**src/common/cop_pkg.sv**
```systemverilog
// Shared types for the CPU, MCU and sound ROM glue of cop_link

package cop_pkg;

    // One byte on an MCU port or on the ROM data bus
    typedef logic [7:0] mcu_byte_t;

    // Main CPU data word as seen by the MCU bridge
    typedef logic [15:0] cpu_word_t;

    // Sound CPU byte address
    typedef logic [15:0] snd_addr_t;

    // ADPCM byte address, low 16 bits select inside a bank
    typedef logic [17:0] pcm_addr_t;

    // External ROM byte address
    typedef logic [21:0] mem_addr_t;

    // Sound CPU bank number from MCU port 1
    typedef logic [1:0] sndflag_t;

    // ADPCM bank number from MCU port 3
    typedef logic [2:0] crback_t;

    // ROM mapper states
    typedef enum logic [1:0] {
        arb_idle,
        arb_snd,
        arb_pcm
    } arb_state_t;

endpackage
```
**src/logic/cop_link.sv**
```systemverilog
// cop_link top: MCU bridge, bank registers and sound ROM mapper

`timescale 1ns/1ps

module cop_link #(
    parameter cop_pkg::mem_addr_t snd_base = 22'h000000,
    parameter cop_pkg::mem_addr_t pcm_base = 22'h040000
) (
    input  logic                clk24,
    input  logic                rst_n,
    // Main CPU
    input  logic                sec0,
    input  cop_pkg::cpu_word_t  mcu_din,
    input  logic [2:0]          cpu_sec,
    output cop_pkg::cpu_word_t  mcu_dout,
    // MCU ports
    input  cop_pkg::mcu_byte_t  p0_o,
    input  cop_pkg::mcu_byte_t  p1_o,
    input  cop_pkg::mcu_byte_t  p2_o,
    input  cop_pkg::mcu_byte_t  p3_o,
    output cop_pkg::mcu_byte_t  p0_i,
    output cop_pkg::mcu_byte_t  p3_i,
    output logic                mcu_intn,
    // Sound CPU and ADPCM requesters
    input  logic                snd_cs,
    input  cop_pkg::snd_addr_t  snd_addr,
    output cop_pkg::mcu_byte_t  snd_data,
    output logic                snd_ok,
    input  logic                adpcm_cs,
    input  cop_pkg::pcm_addr_t  adpcm_addr,
    output cop_pkg::mcu_byte_t  adpcm_data,
    output logic                adpcm_ok,
    // External sound ROM
    output logic                mem_cs,
    output cop_pkg::mem_addr_t  mem_addr,
    input  cop_pkg::mcu_byte_t  mem_data,
    input  logic                mem_ok
);
    import cop_pkg::*;

    logic      busy;
    sndflag_t  sndflag;
    crback_t   crback;

    mcu_port_latch u_latch (
        .clk24      ( clk24      ),
        .rst_n      ( rst_n      ),
        .sec0       ( sec0       ),
        .mcu_din    ( mcu_din    ),
        .p0_o       ( p0_o       ),
        .p2_o       ( p2_o       ),
        .p0_i       ( p0_i       ),
        .mcu_dout   ( mcu_dout   ),
        .mcu_intn   ( mcu_intn   )
    );

    bank_config u_banks (
        .clk24      ( clk24      ),
        .rst_n      ( rst_n      ),
        .p1_o       ( p1_o       ),
        .p3_o       ( p3_o       ),
        .cpu_sec    ( cpu_sec    ),
        .busy       ( busy       ),
        .p3_i       ( p3_i       ),
        .sndflag    ( sndflag    ),
        .crback     ( crback     )
    );

    rom_bank_map #(
        .snd_base   ( snd_base   ),
        .pcm_base   ( pcm_base   )
    ) u_map (
        .clk24      ( clk24      ),
        .rst_n      ( rst_n      ),
        .snd_cs     ( snd_cs     ),
        .snd_addr   ( snd_addr   ),
        .adpcm_cs   ( adpcm_cs   ),
        .adpcm_addr ( adpcm_addr ),
        .sndflag    ( sndflag    ),
        .crback     ( crback     ),
        .mem_data   ( mem_data   ),
        .mem_ok     ( mem_ok     ),
        .snd_data   ( snd_data   ),
        .snd_ok     ( snd_ok     ),
        .adpcm_data ( adpcm_data ),
        .adpcm_ok   ( adpcm_ok   ),
        .mem_cs     ( mem_cs     ),
        .mem_addr   ( mem_addr   ),
        .busy       ( busy       )
    );

endmodule

```
**src/logic/rom_bank_map.sv**
```systemverilog
// Sound ROM mapper: banks sound and ADPCM addresses and shares one memory port

`timescale 1ns/1ps

module rom_bank_map #(
    parameter cop_pkg::mem_addr_t snd_base = 22'h000000,
    parameter cop_pkg::mem_addr_t pcm_base = 22'h040000
) (
    input  logic                clk24,
    input  logic                rst_n,
    input  logic                snd_cs,
    input  cop_pkg::snd_addr_t  snd_addr,
    input  logic                adpcm_cs,
    input  cop_pkg::pcm_addr_t  adpcm_addr,
    input  cop_pkg::sndflag_t   sndflag,
    input  cop_pkg::crback_t    crback,
    input  cop_pkg::mcu_byte_t  mem_data,
    input  logic                mem_ok,
    output cop_pkg::mcu_byte_t  snd_data,
    output logic                snd_ok,
    output cop_pkg::mcu_byte_t  adpcm_data,
    output logic                adpcm_ok,
    output logic                mem_cs,
    output cop_pkg::mem_addr_t  mem_addr,
    output logic                busy
);
    import cop_pkg::*;

    arb_state_t state;
    logic       last_pcm;

    // Address of the last fetch started per requester
    snd_addr_t  snd_served;
    pcm_addr_t  pcm_served;

    logic       snd_hit;
    logic       pcm_hit;
    logic       snd_pend;
    logic       pcm_pend;
    logic       pick_snd;
    logic       pick_pcm;
    mem_addr_t  snd_map;
    mem_addr_t  pcm_map;

    assign snd_hit  = snd_cs && (snd_addr == snd_served);
    assign pcm_hit  = adpcm_cs && (adpcm_addr == pcm_served);
    assign snd_pend = snd_cs && !snd_ok;
    assign pcm_pend = adpcm_cs && !adpcm_ok;

    // Alternate when both wait
    assign pick_snd = snd_pend && (!pcm_pend || last_pcm);
    assign pick_pcm = pcm_pend && !pick_snd;

    // Upper half of the sound space is banked after the fixed 32 kB
    always_comb begin
        if (snd_addr[15]) begin
            snd_map = snd_base + 22'h008000 + (mem_addr_t'(sndflag) << 15)
                    + mem_addr_t'(snd_addr[14:0]);
        end else begin
            snd_map = snd_base + mem_addr_t'(snd_addr);
        end
    end

    assign pcm_map = pcm_base + (mem_addr_t'(crback) << 16) + mem_addr_t'(adpcm_addr[15:0]);

    assign busy = (state != arb_idle);

    always_ff @(posedge clk24) begin
        if (!rst_n) begin
            state    <= arb_idle;
            mem_cs   <= 1'b0;
            snd_ok   <= 1'b0;
            adpcm_ok <= 1'b0;
            last_pcm <= 1'b0;
        end else begin
            // New address or released cs drops ok
            if (!snd_hit) begin
                snd_ok <= 1'b0;
            end
            if (!pcm_hit) begin
                adpcm_ok <= 1'b0;
            end
            case (state)
                arb_idle: begin
                    if (pick_snd) begin
                        state  <= arb_snd;
                        mem_cs <= 1'b1;
                    end else if (pick_pcm) begin
                        state  <= arb_pcm;
                        mem_cs <= 1'b1;
                    end
                end
                arb_snd: begin
                    if (mem_ok) begin
                        state    <= arb_idle;
                        mem_cs   <= 1'b0;
                        snd_ok   <= snd_hit;
                        last_pcm <= 1'b0;
                    end
                end
                arb_pcm: begin
                    if (mem_ok) begin
                        state    <= arb_idle;
                        mem_cs   <= 1'b0;
                        adpcm_ok <= pcm_hit;
                        last_pcm <= 1'b1;
                    end
                end
                default: begin
                    state  <= arb_idle;
                    mem_cs <= 1'b0;
                end
            endcase
        end
    end

    // Address and data registers
    always_ff @(posedge clk24) begin
        if (state == arb_idle && pick_snd) begin
            mem_addr   <= snd_map;
            snd_served <= snd_addr;
        end else if (state == arb_idle && pick_pcm) begin
            mem_addr   <= pcm_map;
            pcm_served <= adpcm_addr;
        end
        if (state == arb_snd && mem_ok) begin
            snd_data <= mem_data;
        end
        if (state == arb_pcm && mem_ok) begin
            adpcm_data <= mem_data;
        end
    end

    // The memory sees one steady address for the whole access
    a_addr_stable : assert property (
        @(posedge clk24) disable iff (!rst_n)
        (mem_cs && !mem_ok) |=> $stable(mem_addr)
    ) else $error("mem_addr changed during a memory access");

endmodule

```
**src/mcu_bridge/bank_config.sv**
```systemverilog
// Bank registers from MCU ports 1 and 3 that are held back while a ROM fetch runs

`timescale 1ns/1ps

module bank_config (
    input  logic                clk24,
    input  logic                rst_n,
    input  cop_pkg::mcu_byte_t  p1_o,
    input  cop_pkg::mcu_byte_t  p3_o,
    input  logic [2:0]          cpu_sec,
    input  logic                busy,
    output cop_pkg::mcu_byte_t  p3_i,
    output cop_pkg::sndflag_t   sndflag,
    output cop_pkg::crback_t    crback
);

    // CPU select lines read back on the upper bits of port 3
    assign p3_i = {cpu_sec, p3_o[4:0]};

    // Pending banks only reach the mapper in idle cycles
    always_ff @(posedge clk24) begin
        if (!rst_n) begin
            sndflag <= '0;
            crback  <= '0;
        end else if (!busy) begin
            sndflag <= p1_o[6:5];
            crback  <= p3_o[2:0];
        end
    end

endmodule

```
**src/mcu_bridge/mcu_port_latch.sv**
```systemverilog
// MCU port bridge: strobe edge detection, byte latches and MCU interrupt

`timescale 1ns/1ps

module mcu_port_latch (
    input  logic                clk24,
    input  logic                rst_n,
    input  logic                sec0,
    input  cop_pkg::cpu_word_t  mcu_din,
    input  cop_pkg::mcu_byte_t  p0_o,
    input  cop_pkg::mcu_byte_t  p2_o,
    output cop_pkg::mcu_byte_t  p0_i,
    output cop_pkg::cpu_word_t  mcu_dout,
    output logic                mcu_intn
);
    import cop_pkg::*;

    // Registered samples and the sample one cycle older
    mcu_byte_t p2_q;
    mcu_byte_t p2_l;
    logic      sec0_q;
    logic      sec0_l;

    mcu_byte_t p2_rise;
    logic      sec0_rise;

    // All ones at reset so no edge fires on reset release
    always_ff @(posedge clk24) begin
        if (!rst_n) begin
            p2_q   <= '1;
            p2_l   <= '1;
            sec0_q <= 1'b1;
            sec0_l <= 1'b1;
        end else begin
            p2_q   <= p2_o;
            p2_l   <= p2_q;
            sec0_q <= sec0;
            sec0_l <= sec0_q;
        end
    end

    assign p2_rise   = p2_q & ~p2_l;
    assign sec0_rise = sec0_q & ~sec0_l;

    // Interrupt to the MCU, cleared by the MCU through p2 bit 3
    always_ff @(posedge clk24) begin
        if (!rst_n) begin
            mcu_intn <= 1'b1;
        end else if (!p2_q[3]) begin
            mcu_intn <= 1'b1;
        end else if (sec0_rise) begin
            mcu_intn <= 1'b0;
        end
    end

    // MCU reads the CPU word one byte at a time
    always_ff @(posedge clk24) begin
        if (!rst_n) begin
            p0_i <= '0;
        end else begin
            if (p2_rise[4]) begin
                p0_i <= mcu_din[15:8];
            end
            if (p2_rise[5]) begin
                p0_i <= mcu_din[7:0];
            end
        end
    end

    // MCU writes the reply word, low byte on bit 6 and high byte on bit 7
    always_ff @(posedge clk24) begin
        if (!rst_n) begin
            mcu_dout <= '0;
        end else begin
            if (p2_rise[6]) begin
                mcu_dout[7:0] <= p0_o;
            end
            if (p2_rise[7]) begin
                mcu_dout[15:8] <= p0_o;
            end
        end
    end

    // Both read strobes rising together would make p0_i ambiguous
    a_read_strobes_apart : assert property (
        @(posedge clk24) disable iff (!rst_n)
        !($rose(p2_o[4]) && $rose(p2_o[5]))
    ) else $error("p2_o bits 4 and 5 rose in the same cycle");

endmodule

```
**config.mk**
```make
export PLATFORM = sky130hd
export DESIGN_NAME = cop_link
export DESIGN_NICKNAME = d
export VERILOG_FILES = /design/src/common/cop_pkg.sv /design/src/logic/cop_link.sv /design/src/logic/rom_bank_map.sv /design/src/mcu_bridge/bank_config.sv /design/src/mcu_bridge/mcu_port_latch.sv
export SDC_FILE = /design/constraint.sdc
export NUM_CORES = 1
export LEC_CHECK = 0
export ABC_AREA = 1
export BUFFER_PORTS_ARGS = -buffer_cell sky130_fd_sc_hd__buf_2
export CORE_ASPECT_RATIO = 1.4
export CORE_UTILIZATION = 50
export CTS_CLUSTER_SIZE = 25
export DETAILED_ROUTE_END_ITERATION = 12
export GPL_TIMING_DRIVEN = 0
export PLACE_DENSITY = 0.8
export SYNTH_ARGS = -nofsm -noshare
export SYNTH_HDL_FRONTEND = slang
export SYNTH_HIERARCHICAL = 1
export SYNTH_SLANG_ARGS = --single-unit
export TNS_END_PERCENT = 100
```
**constraint.sdc**
```tcl
create_clock -name clk24 -period 2.5 [get_ports clk24]
set_input_delay 0.5 -clock clk24 [delete_from_list [all_inputs] [get_ports clk24]]
set_output_delay 0.5 -clock clk24 [all_outputs]
set_load 0.05 [all_outputs]
```
==> results of run 1 <==
[where the power goes]
part / internal, mW / leakage (nW) / total [mW] / switching [mW]
Combinational: 0.241 / 1.71 / 0.835 / 0.594
Clock: 1.46 / 0.273 / 2.29 / 0.831
Sequential: 2.21 / 1.05 / 2.26 / 0.0467
Total: 3.91 / 3.04 / 5.38 / 1.47
[state kept, by name (all words and copies together) (netlist names), 2 cells and up]
name,count
u_map/adpcm_data,8
u_map/pcm_served,18
u_banks/crback,3
u_latch/p2_q,5
u_latch/p2_l,4
u_map/mem_addr,20
u_latch/p0_i,8
u_banks/sndflag,2
u_map/snd_served,16
u_latch/mcu_dout,16
u_map/state,2
u_map/snd_data,8
[path summary, 6_finish.rpt]
| check | endpoint | depth (start not counted) | slack, ns |
|---|---|---|---|
| worst max-delay path | u_map/mem_addr[3]$_DFFE_PP_ | 5 | 0.87 |
| worst min-delay path | u_latch/p2_q[4]$_SDFF_PN1_ | 2 | 0.28 |
| worst max register to register | u_map/mem_addr[3]$_DFFE_PP_ | 5 | 0.87 |
| worst min register to register | u_latch/mcu_intn$_SDFFE_PN1P_ | 1 | 0.39 |
[stage by stage]
stage	std cells	instance area, sq um	hold slack, ns
2_1_floorplan	494	4881	0.3664
3_3_place_gp	757	5784	0.3706
3_5_place_dp	759	5821	0.3823
4_1_cts	791	6387	0.2586
5_1_grt	791	6387	0.2613
6_report	791	6387	0.2775
[logic make-up (layout without fill, tap and decap cells)]
family | count (synthesis) | count (layout)
other | 1 | 2
buffers and inverters | 87 | 274
adder cells (fa/ha/maj) | 4 | 4
AND/OR/NAND/NOR | 212 | 212
XOR/XNOR | 13 | 13
flip-flops | 117 | 117
AO/OA/AOI/OAI | 59 | 59
[metal layers]
layer / global-route usage [%] / share of wire [%] / up-vias
li1: - / - / 1933
met1: 23.78 / 38 / 1771
met2: 40.50 / 53 / 149
met3: 7.277 / 5.5 / 25
met4: 11.46 / 3.2 / 0
met5: 0 / 0 / -
[cells in the mapped netlist (6+ instances only)]
| cell type | number |
|---|---|
| a21oi_1 | 13 |
| buf_4 | 11 |
| buf_6 | 6 |
| dfxtp_1 | 47 |
| edfxtp_1 | 70 |
| inv_1 | 64 |
| nand2_1 | 95 |
| nand3_1 | 33 |
| nor2_1 | 57 |
| o21ai_0 | 35 |
| or2_2 | 8 |
| xnor2_1 | 11 |
[layout make-up]
| cell class | instances | area (sq um) | share of cell area, % |
|---|---|---|---|
| inverters | 67 | 251.5 | 3.937 |
| clock buffers | 19 | 432.9 | 6.778 |
| plain buffers | 20 | 163.9 | 2.566 |
| flip-flops and latches | 117 | 3043 | 47.64 |
| clock inverters | 13 | 133.9 | 2.096 |
| multi-input cells | 290 | 1429 | 22.37 |
| well taps | 110 | 137.6 | 2.155 |
| repair buffers | 155 | 795.8 | 12.46 |
[worst max-delay path: stages (launching register included)]
cell	delay, ns
dfxtp_1	0.32
inv_1	0.08
ha_1	0.21
inv_1	0.12
a21oi_2	0.37
buf_8	0.23
==> impl_metrics.env, run 1 <==
export IMPL_cts_max_level=4
export IMPL_powerDensity_mw_per_mm2=842.3
export IMPL_cp_end_kind="flip-flop"
export IMPL_grt_pass1_vias=3788
export IMPL_slew_violations=0
export IMPL_fmax_mhz=612.1
export IMPL_rr_startpoint="u_map/state[0]$_SDFFE_PN0P_"
export IMPL_die_h_um=118.9
export IMPL_min_period_ns=1.634
export IMPL_cts_sinks=117
export IMPL_path_class="reg -> reg"
export IMPL_finalSetupViolations=0
export IMPL_avgSynthCellArea_sq_um=9.893
export IMPL_coreArea_sq_mm=0.009459
export IMPL_synth_edf_count=70
export IMPL_ctsHoldBuffers=0
export IMPL_n_antenna_cell=0
export IMPL_yosys_area_share_adder_pct=1.026
export IMPL_grt_overflow=0
export IMPL_synth_top_cell_area_share_pct=43.10
export IMPL_total_power_mw=5.380
export IMPL_area_growth_syn_to_layout_pct=30.96
export IMPL_cts_setup_buffers=0
export IMPL_fin_util_pct=67.53
export IMPL_hpwl_um=8095
export IMPL_fill_cells=753
export IMPL_cp_startpoint="u_map/state[0]$_SDFFE_PN0P_"
export IMPL_start_util_pct=51.56
export IMPL_hold_viol=0
export IMPL_ctsResizeCount=0
export IMPL_tns_ns=0
export IMPL_ys_types=30
export IMPL_layout_setup_ws_ns=0.8664
export IMPL_antenna_left=0
export IMPL_mostFrequentLayoutCell="buf_2"
export IMPL_p_leak_nw=3.035
export IMPL_hold_class="in -> reg"
export IMPL_ys_flop_type="edfxtp_1"
export IMPL_cts_buffers=17
export IMPL_arrival_ns=1.74
export IMPL_ios=173
export IMPL_cts_tree="built"
export IMPL_synth_compound_area_share_pct=6.747
export IMPL_final_cell_mix="buf_2 (155), nand2_1 (95), edfxtp_1 (70), inv_1 (64), nor2_1 (56)"
export IMPL_grt_max_degree=26
export IMPL_drt_iter0_markers=294
export IMPL_nNetsFinal=771
export IMPL_viasPerCell=4.903
export IMPL_grtUsageTotal_pct=22.79
export IMPL_drv_cap=0
export IMPL_dr_pass1_iters=6
export IMPL_timing_final_crit_share_pct=65.35
export IMPL_die_area_sq_mm=0.01016
export IMPL_rsz0062_at_grt="no"
export IMPL_worstPathMaxFanout=15
export IMPL_worstSkewPairLatency_ns=0.41
export IMPL_dieWidth_um=85.47
export IMPL_io_buffers=153
export IMPL_clkTransAtPathRegs_ns=0.05
export IMPL_yosys_register_bits=117
export IMPL_synth_simple_area_share_pct=18.91
export IMPL_synthTopCellsByArea="edfxtp_1 (43%), dfxtp_1 (19%), nand2_1 (7.3%)"
export IMPL_gp_congestion=0.8154
export IMPL_synth_cells=493
export IMPL_route_detailed_drc=0
export IMPL_ir_drop_v=0.0005671
export IMPL_drive_above_1_share_pct=34.80
export IMPL_fin_skew_ns=0.006343
export IMPL_synth_async_reset_ratio_pct=0
export IMPL_synth_mux_area_share_pct=0
export IMPL_routed_wl_um=10850
export IMPL_num_vias=3878
export IMPL_antenna_found_initial=0
export IMPL_ys_warn_count=6
export IMPL_ys_seq_area_share_pct=62.39
export IMPL_worstHoldStart="p2_o[4]"
export IMPL_clockRootBuffer="clkbuf_16"
export IMPL_crit_required_ns=2.61
export IMPL_routedWlPerCell_um=13.71
export IMPL_synth_area_sq_mm=0.004877
export IMPL_dp_slack_ns=0.7145
export IMPL_synth_xor_area_share_pct=2.335
export IMPL_synth_top_family_by_area="simple AND/OR/NAND/NOR gates"
export IMPL_clockBufferDepth=2
export IMPL_status="finished, final reports clean"
export IMPL_synth_top_area_cell="edfxtp_1"
export IMPL_rows=42
export IMPL_grt_pass1_wl_um=17430
export IMPL_start_kind="flip-flop"
No activity file was read; power rests on OpenSTA's default activity.
==> run 2: changes to the inputs <==
--- a/config.mk
+++ b/config.mk
@@ -5,14 +5,14 @@
 export SDC_FILE = /design/constraint.sdc
 export NUM_CORES = 1
 export LEC_CHECK = 0
-export ABC_AREA = 1
+export ABC_AREA = 0
 export BUFFER_PORTS_ARGS = -buffer_cell sky130_fd_sc_hd__buf_2
 export CORE_ASPECT_RATIO = 1.4
-export CORE_UTILIZATION = 50
+export CORE_UTILIZATION = 44
 export CTS_CLUSTER_SIZE = 25
 export DETAILED_ROUTE_END_ITERATION = 12
 export GPL_TIMING_DRIVEN = 0
-export PLACE_DENSITY = 0.8
+export PLACE_DENSITY = 0.75
 export SYNTH_ARGS = -nofsm -noshare
 export SYNTH_HDL_FRONTEND = slang
 export SYNTH_HIERARCHICAL = 1
==> constraint.sdc (replaced) <==
create_clock -name clk24 -period 1.5 [get_ports clk24]
set_input_delay 0.3 -clock clk24 [delete_from_list [all_inputs] [get_ports clk24]]
set_output_delay 0.3 -clock clk24 [all_outputs]
set_load 0.05 [all_outputs]
==> run 2 against run 1 <==
Against the previous run:
- the run now ends with negative setup slack left
- sequential share of layout area decreased by 1.3 points
- first-iteration DRC count shrank 53%
- hold slack worse by 0.20 ns
- clock skew increased by 0.0044 ns
- setup slack worse by 0.91 ns
- routed wire length is 4.2% lower
- sequential power grew 67%
- critical endpoint is now u_map/pcm_served[9]$_DFFE_PP_
- highest routed layer unchanged
==> impl_metrics.env, run 2 <==
export IMPL_synth_edf_count=70
export IMPL_yosysMostFrequentCell="edfxtp_1"
export IMPL_cts_sinks=117
export IMPL_rows=44
export IMPL_hold_viol=0
export IMPL_n_antenna_cell=0
export IMPL_final_cell_mix="buf_2 (157), edfxtp_1 (70), nand2_1 (64), dfxtp_1 (43)"
export IMPL_fmax_mhz=647.3
export IMPL_die_area_sq_mm=0.01109
export IMPL_grt_max_degree=26
export IMPL_drt_iter0_markers=139
export IMPL_grt_use_met3_pct=6.892
export IMPL_timing_final_crit_share_pct=103.0
export IMPL_dr_pass1_iters=4
export IMPL_worstHoldStart="p2_o[4]"
export IMPL_p_leak_nw=2.886
export IMPL_top_usage_layer="met2"
export IMPL_nNetsFinal=663
export IMPL_cts_buffers=17
export IMPL_drive_above_1_share_pct=45.20
export IMPL_route_detailed_drc=0
export IMPL_area_growth_syn_to_layout_pct=40.45
export IMPL_num_vias=3454
export IMPL_ys_seq_area_share_pct=64.85
export IMPL_ios=173
export IMPL_dp_cells=658
export IMPL_clockRootBuffer="clkbuf_16"
export IMPL_rr_startpoint="u_map/state[1]$_SDFFE_PN0P_"
export IMPL_mostFrequentLayoutCell="buf_2"
export IMPL_synthTopCellsByCount="edfxtp_1 (70), nand2_1 (67), dfxtp_1 (47)"
export IMPL_yosys_register_bits=117
export IMPL_synth_cells=366
export IMPL_rr_worst_depth=6
export IMPL_largest_reg_flops=20
export IMPL_start_kind="flip-flop"
export IMPL_antenna_left=0
export IMPL_avgSynthCellArea_sq_um=12.82
export IMPL_met2_usage_pct=31.63
export IMPL_finalSetupViolations=17
export IMPL_routed_wl_um=10390
export IMPL_worstPathMaxFanout=8
export IMPL_ir_drop_v=0.001030
export IMPL_dp_slack_ns=-0.1958
export IMPL_grt_pass1_wl_um=14780
export IMPL_top_regs="u_map/mem_addr: 20 flops, u_map/pcm_served: 18 flops"
export IMPL_design_area_sq_mm=0.006590
export IMPL_cts_max_level=4
export IMPL_hpwl_um=7104
export IMPL_viasPerCell=4.858
export IMPL_dieWidth_um=89.28
export IMPL_synthTopCellsByArea="edfxtp_1 (45%), dfxtp_1 (20%), nand2_1 (5.4%)"
export IMPL_drv_cap=0
export IMPL_ys_flop_type="edfxtp_1"
export IMPL_hold_class="in -> reg"
export IMPL_rsz0062_at_grt="yes"
export IMPL_die_h_um=124.2
export IMPL_cts_tree="built"
export IMPL_regMostFlops="u_map/mem_addr"
export IMPL_grt_overflow=0
export IMPL_r2r_setup_slack_ns=-0.04
export IMPL_synth_async_reset_ratio_pct=0
export IMPL_cp_end_kind="flip-flop"
export IMPL_clockBufferDepth=2
export IMPL_reg2reg_to="u_map/pcm_served[9]$_DFFE_PP_"
export IMPL_routedWlPerCell_um=14.61
export IMPL_powerDensity_mw_per_mm2=1361
export IMPL_clkTransAtPathRegs_ns=0.05
export IMPL_io_buffers=153
export IMPL_crit_required_ns=1.61
export IMPL_path_class="reg -> reg"
export IMPL_fin_skew_ns=0.01074
export IMPL_violations="negative setup slack"
export IMPL_synth_top_cell_area_share_pct=44.80
export IMPL_grt_pass1_vias=3163
export IMPL_use_met1_pct=19.97
export IMPL_arrival_ns=1.66
export IMPL_cp_startpoint="u_map/state[1]$_SDFFE_PN0P_"
export IMPL_finalNonFillerCells=711
export IMPL_start_util_pct=45.33
export IMPL_synth_top_area_cell="edfxtp_1"
export IMPL_endpoint="u_map/pcm_served[9]$_DFFE_PP_"
export IMPL_ys_types=39
export IMPL_slew_violations=0
export IMPL_status="complete, but fails checks"
export IMPL_synth_area_sq_mm=0.004692
export IMPL_layout_setup_ws_ns=-0.04494
export IMPL_ys_warn_count=6
export IMPL_antenna_found_initial=0
export IMPL_worstSkewPairLatency_ns=0.40
export IMPL_gp_congestion=0.7282
export IMPL_dpl_instance_area_sq_mm=0.005670
export IMPL_fin_util_pct=63.67
export IMPL_grtUsageTotal_pct=18.16
export IMPL_min_period_ns=1.545
export IMPL_coreArea_sq_mm=0.01035
-- run 2: cell types whose count changed after synthesis, moves of 13 or more --
cell and change:
mux2i_1 +22, nor2_1 -54, nand2b_1 +13, nor2b_1 +25, nand2_1 -28, o21ai_0 -34, nand3_1 -30, inv_1 -58
-- run 2: final cells by class --
class,count,area [sq um]
clock buffer,24,503.0
fill,835,3760
clock inverter,8,46.29
buffer,24,200.2
tap,138,172.7
multi-input combinational,220,1551
sequential,117,3053
inverter,6,38.79
timing repair buffer,174,1025
-- run 2: how the worst min path moves through the flow --
stage                                               end  slack (ns)  cells past startpoint
after floorplan           u_latch/mcu_intn$_SDFFE_PN1P_        0.35                      1
after global placement    u_latch/mcu_intn$_SDFFE_PN1P_        0.36                      1
after detailed placement  u_latch/mcu_intn$_SDFFE_PN1P_        0.37                      1
after CTS                    u_latch/p2_q[4]$_SDFF_PN1_        0.07                      2
after global routing         u_latch/p2_q[4]$_SDFF_PN1_        0.06                      2
final                        u_latch/p2_q[4]$_SDFF_PN1_        0.08                      2
-- run 2: logic make-up (layout without fill, tap and decap cells) --
group	after synthesis	count (layout)	share of synthesized area [%]
buf+inv	30	236	3.920
compound gates	27	27	4.933
fa+ha+maj	4	4	1.067
xor+xnor	34	34	6.347
simple gates	131	131	14.11
flops	117	117	64.85
other cells	1	2	0.07992
mux	22	22	4.693
-- run 2: routing by layer --
metal | up-vias | part of all wire, %
met2 | 141 | 52
li1 | 1649 | -
met1 | 1642 | 39
met5 | - | 0
met3 | 22 | 7.0
met4 | 0 | 2.4
-- run 2: metrics by stage --
stage | total power, mW | setup TNS (ns) | hold slack (ns)
after floorplan | 4.794 | 0 | 0.3535
after global routing | 9.288 | -1.808 | 0.06415
after global placement | 5.155 | -7.255 | 0.3553
final | 8.970 | -0.5202 | 0.08102
after detailed placement | 5.190 | -10.20 | 0.3682
after CTS | 8.902 | -0.6289 | 0.06811
-- run 2: worst max-delay path, stage by stage, from the launching register on --
cell        delay [ns]
dfxtp_2           0.32
inv_2             0.08
ha_4              0.16
inv_4             0.03
a211o_4           0.31
clkinvlp_4        0.10
bufbuf_16         0.26
-- run 2: where the power goes --
part / total (mW) / internal [mW] / switching (mW) / leakage (nW)
logic: 1.57 / 0.571 / 1.00 / 1.55
registers: 3.78 / 3.69 / 0.0870 / 1.05
clock network: 3.62 / 2.32 / 1.29 / 0.280
-- run 2: what timing repair did --
| item | CTS | global route |
|---|---|---|
| hold buffers | 0 | 0 |
| gates resized for setup | 11 | 27 |
| setup buffers | 7 | 9 |
| gates cloned | 1 | 4 |
| setup endpoints to repair | 74 | 75 |
| pin swaps | 3 | 4 |
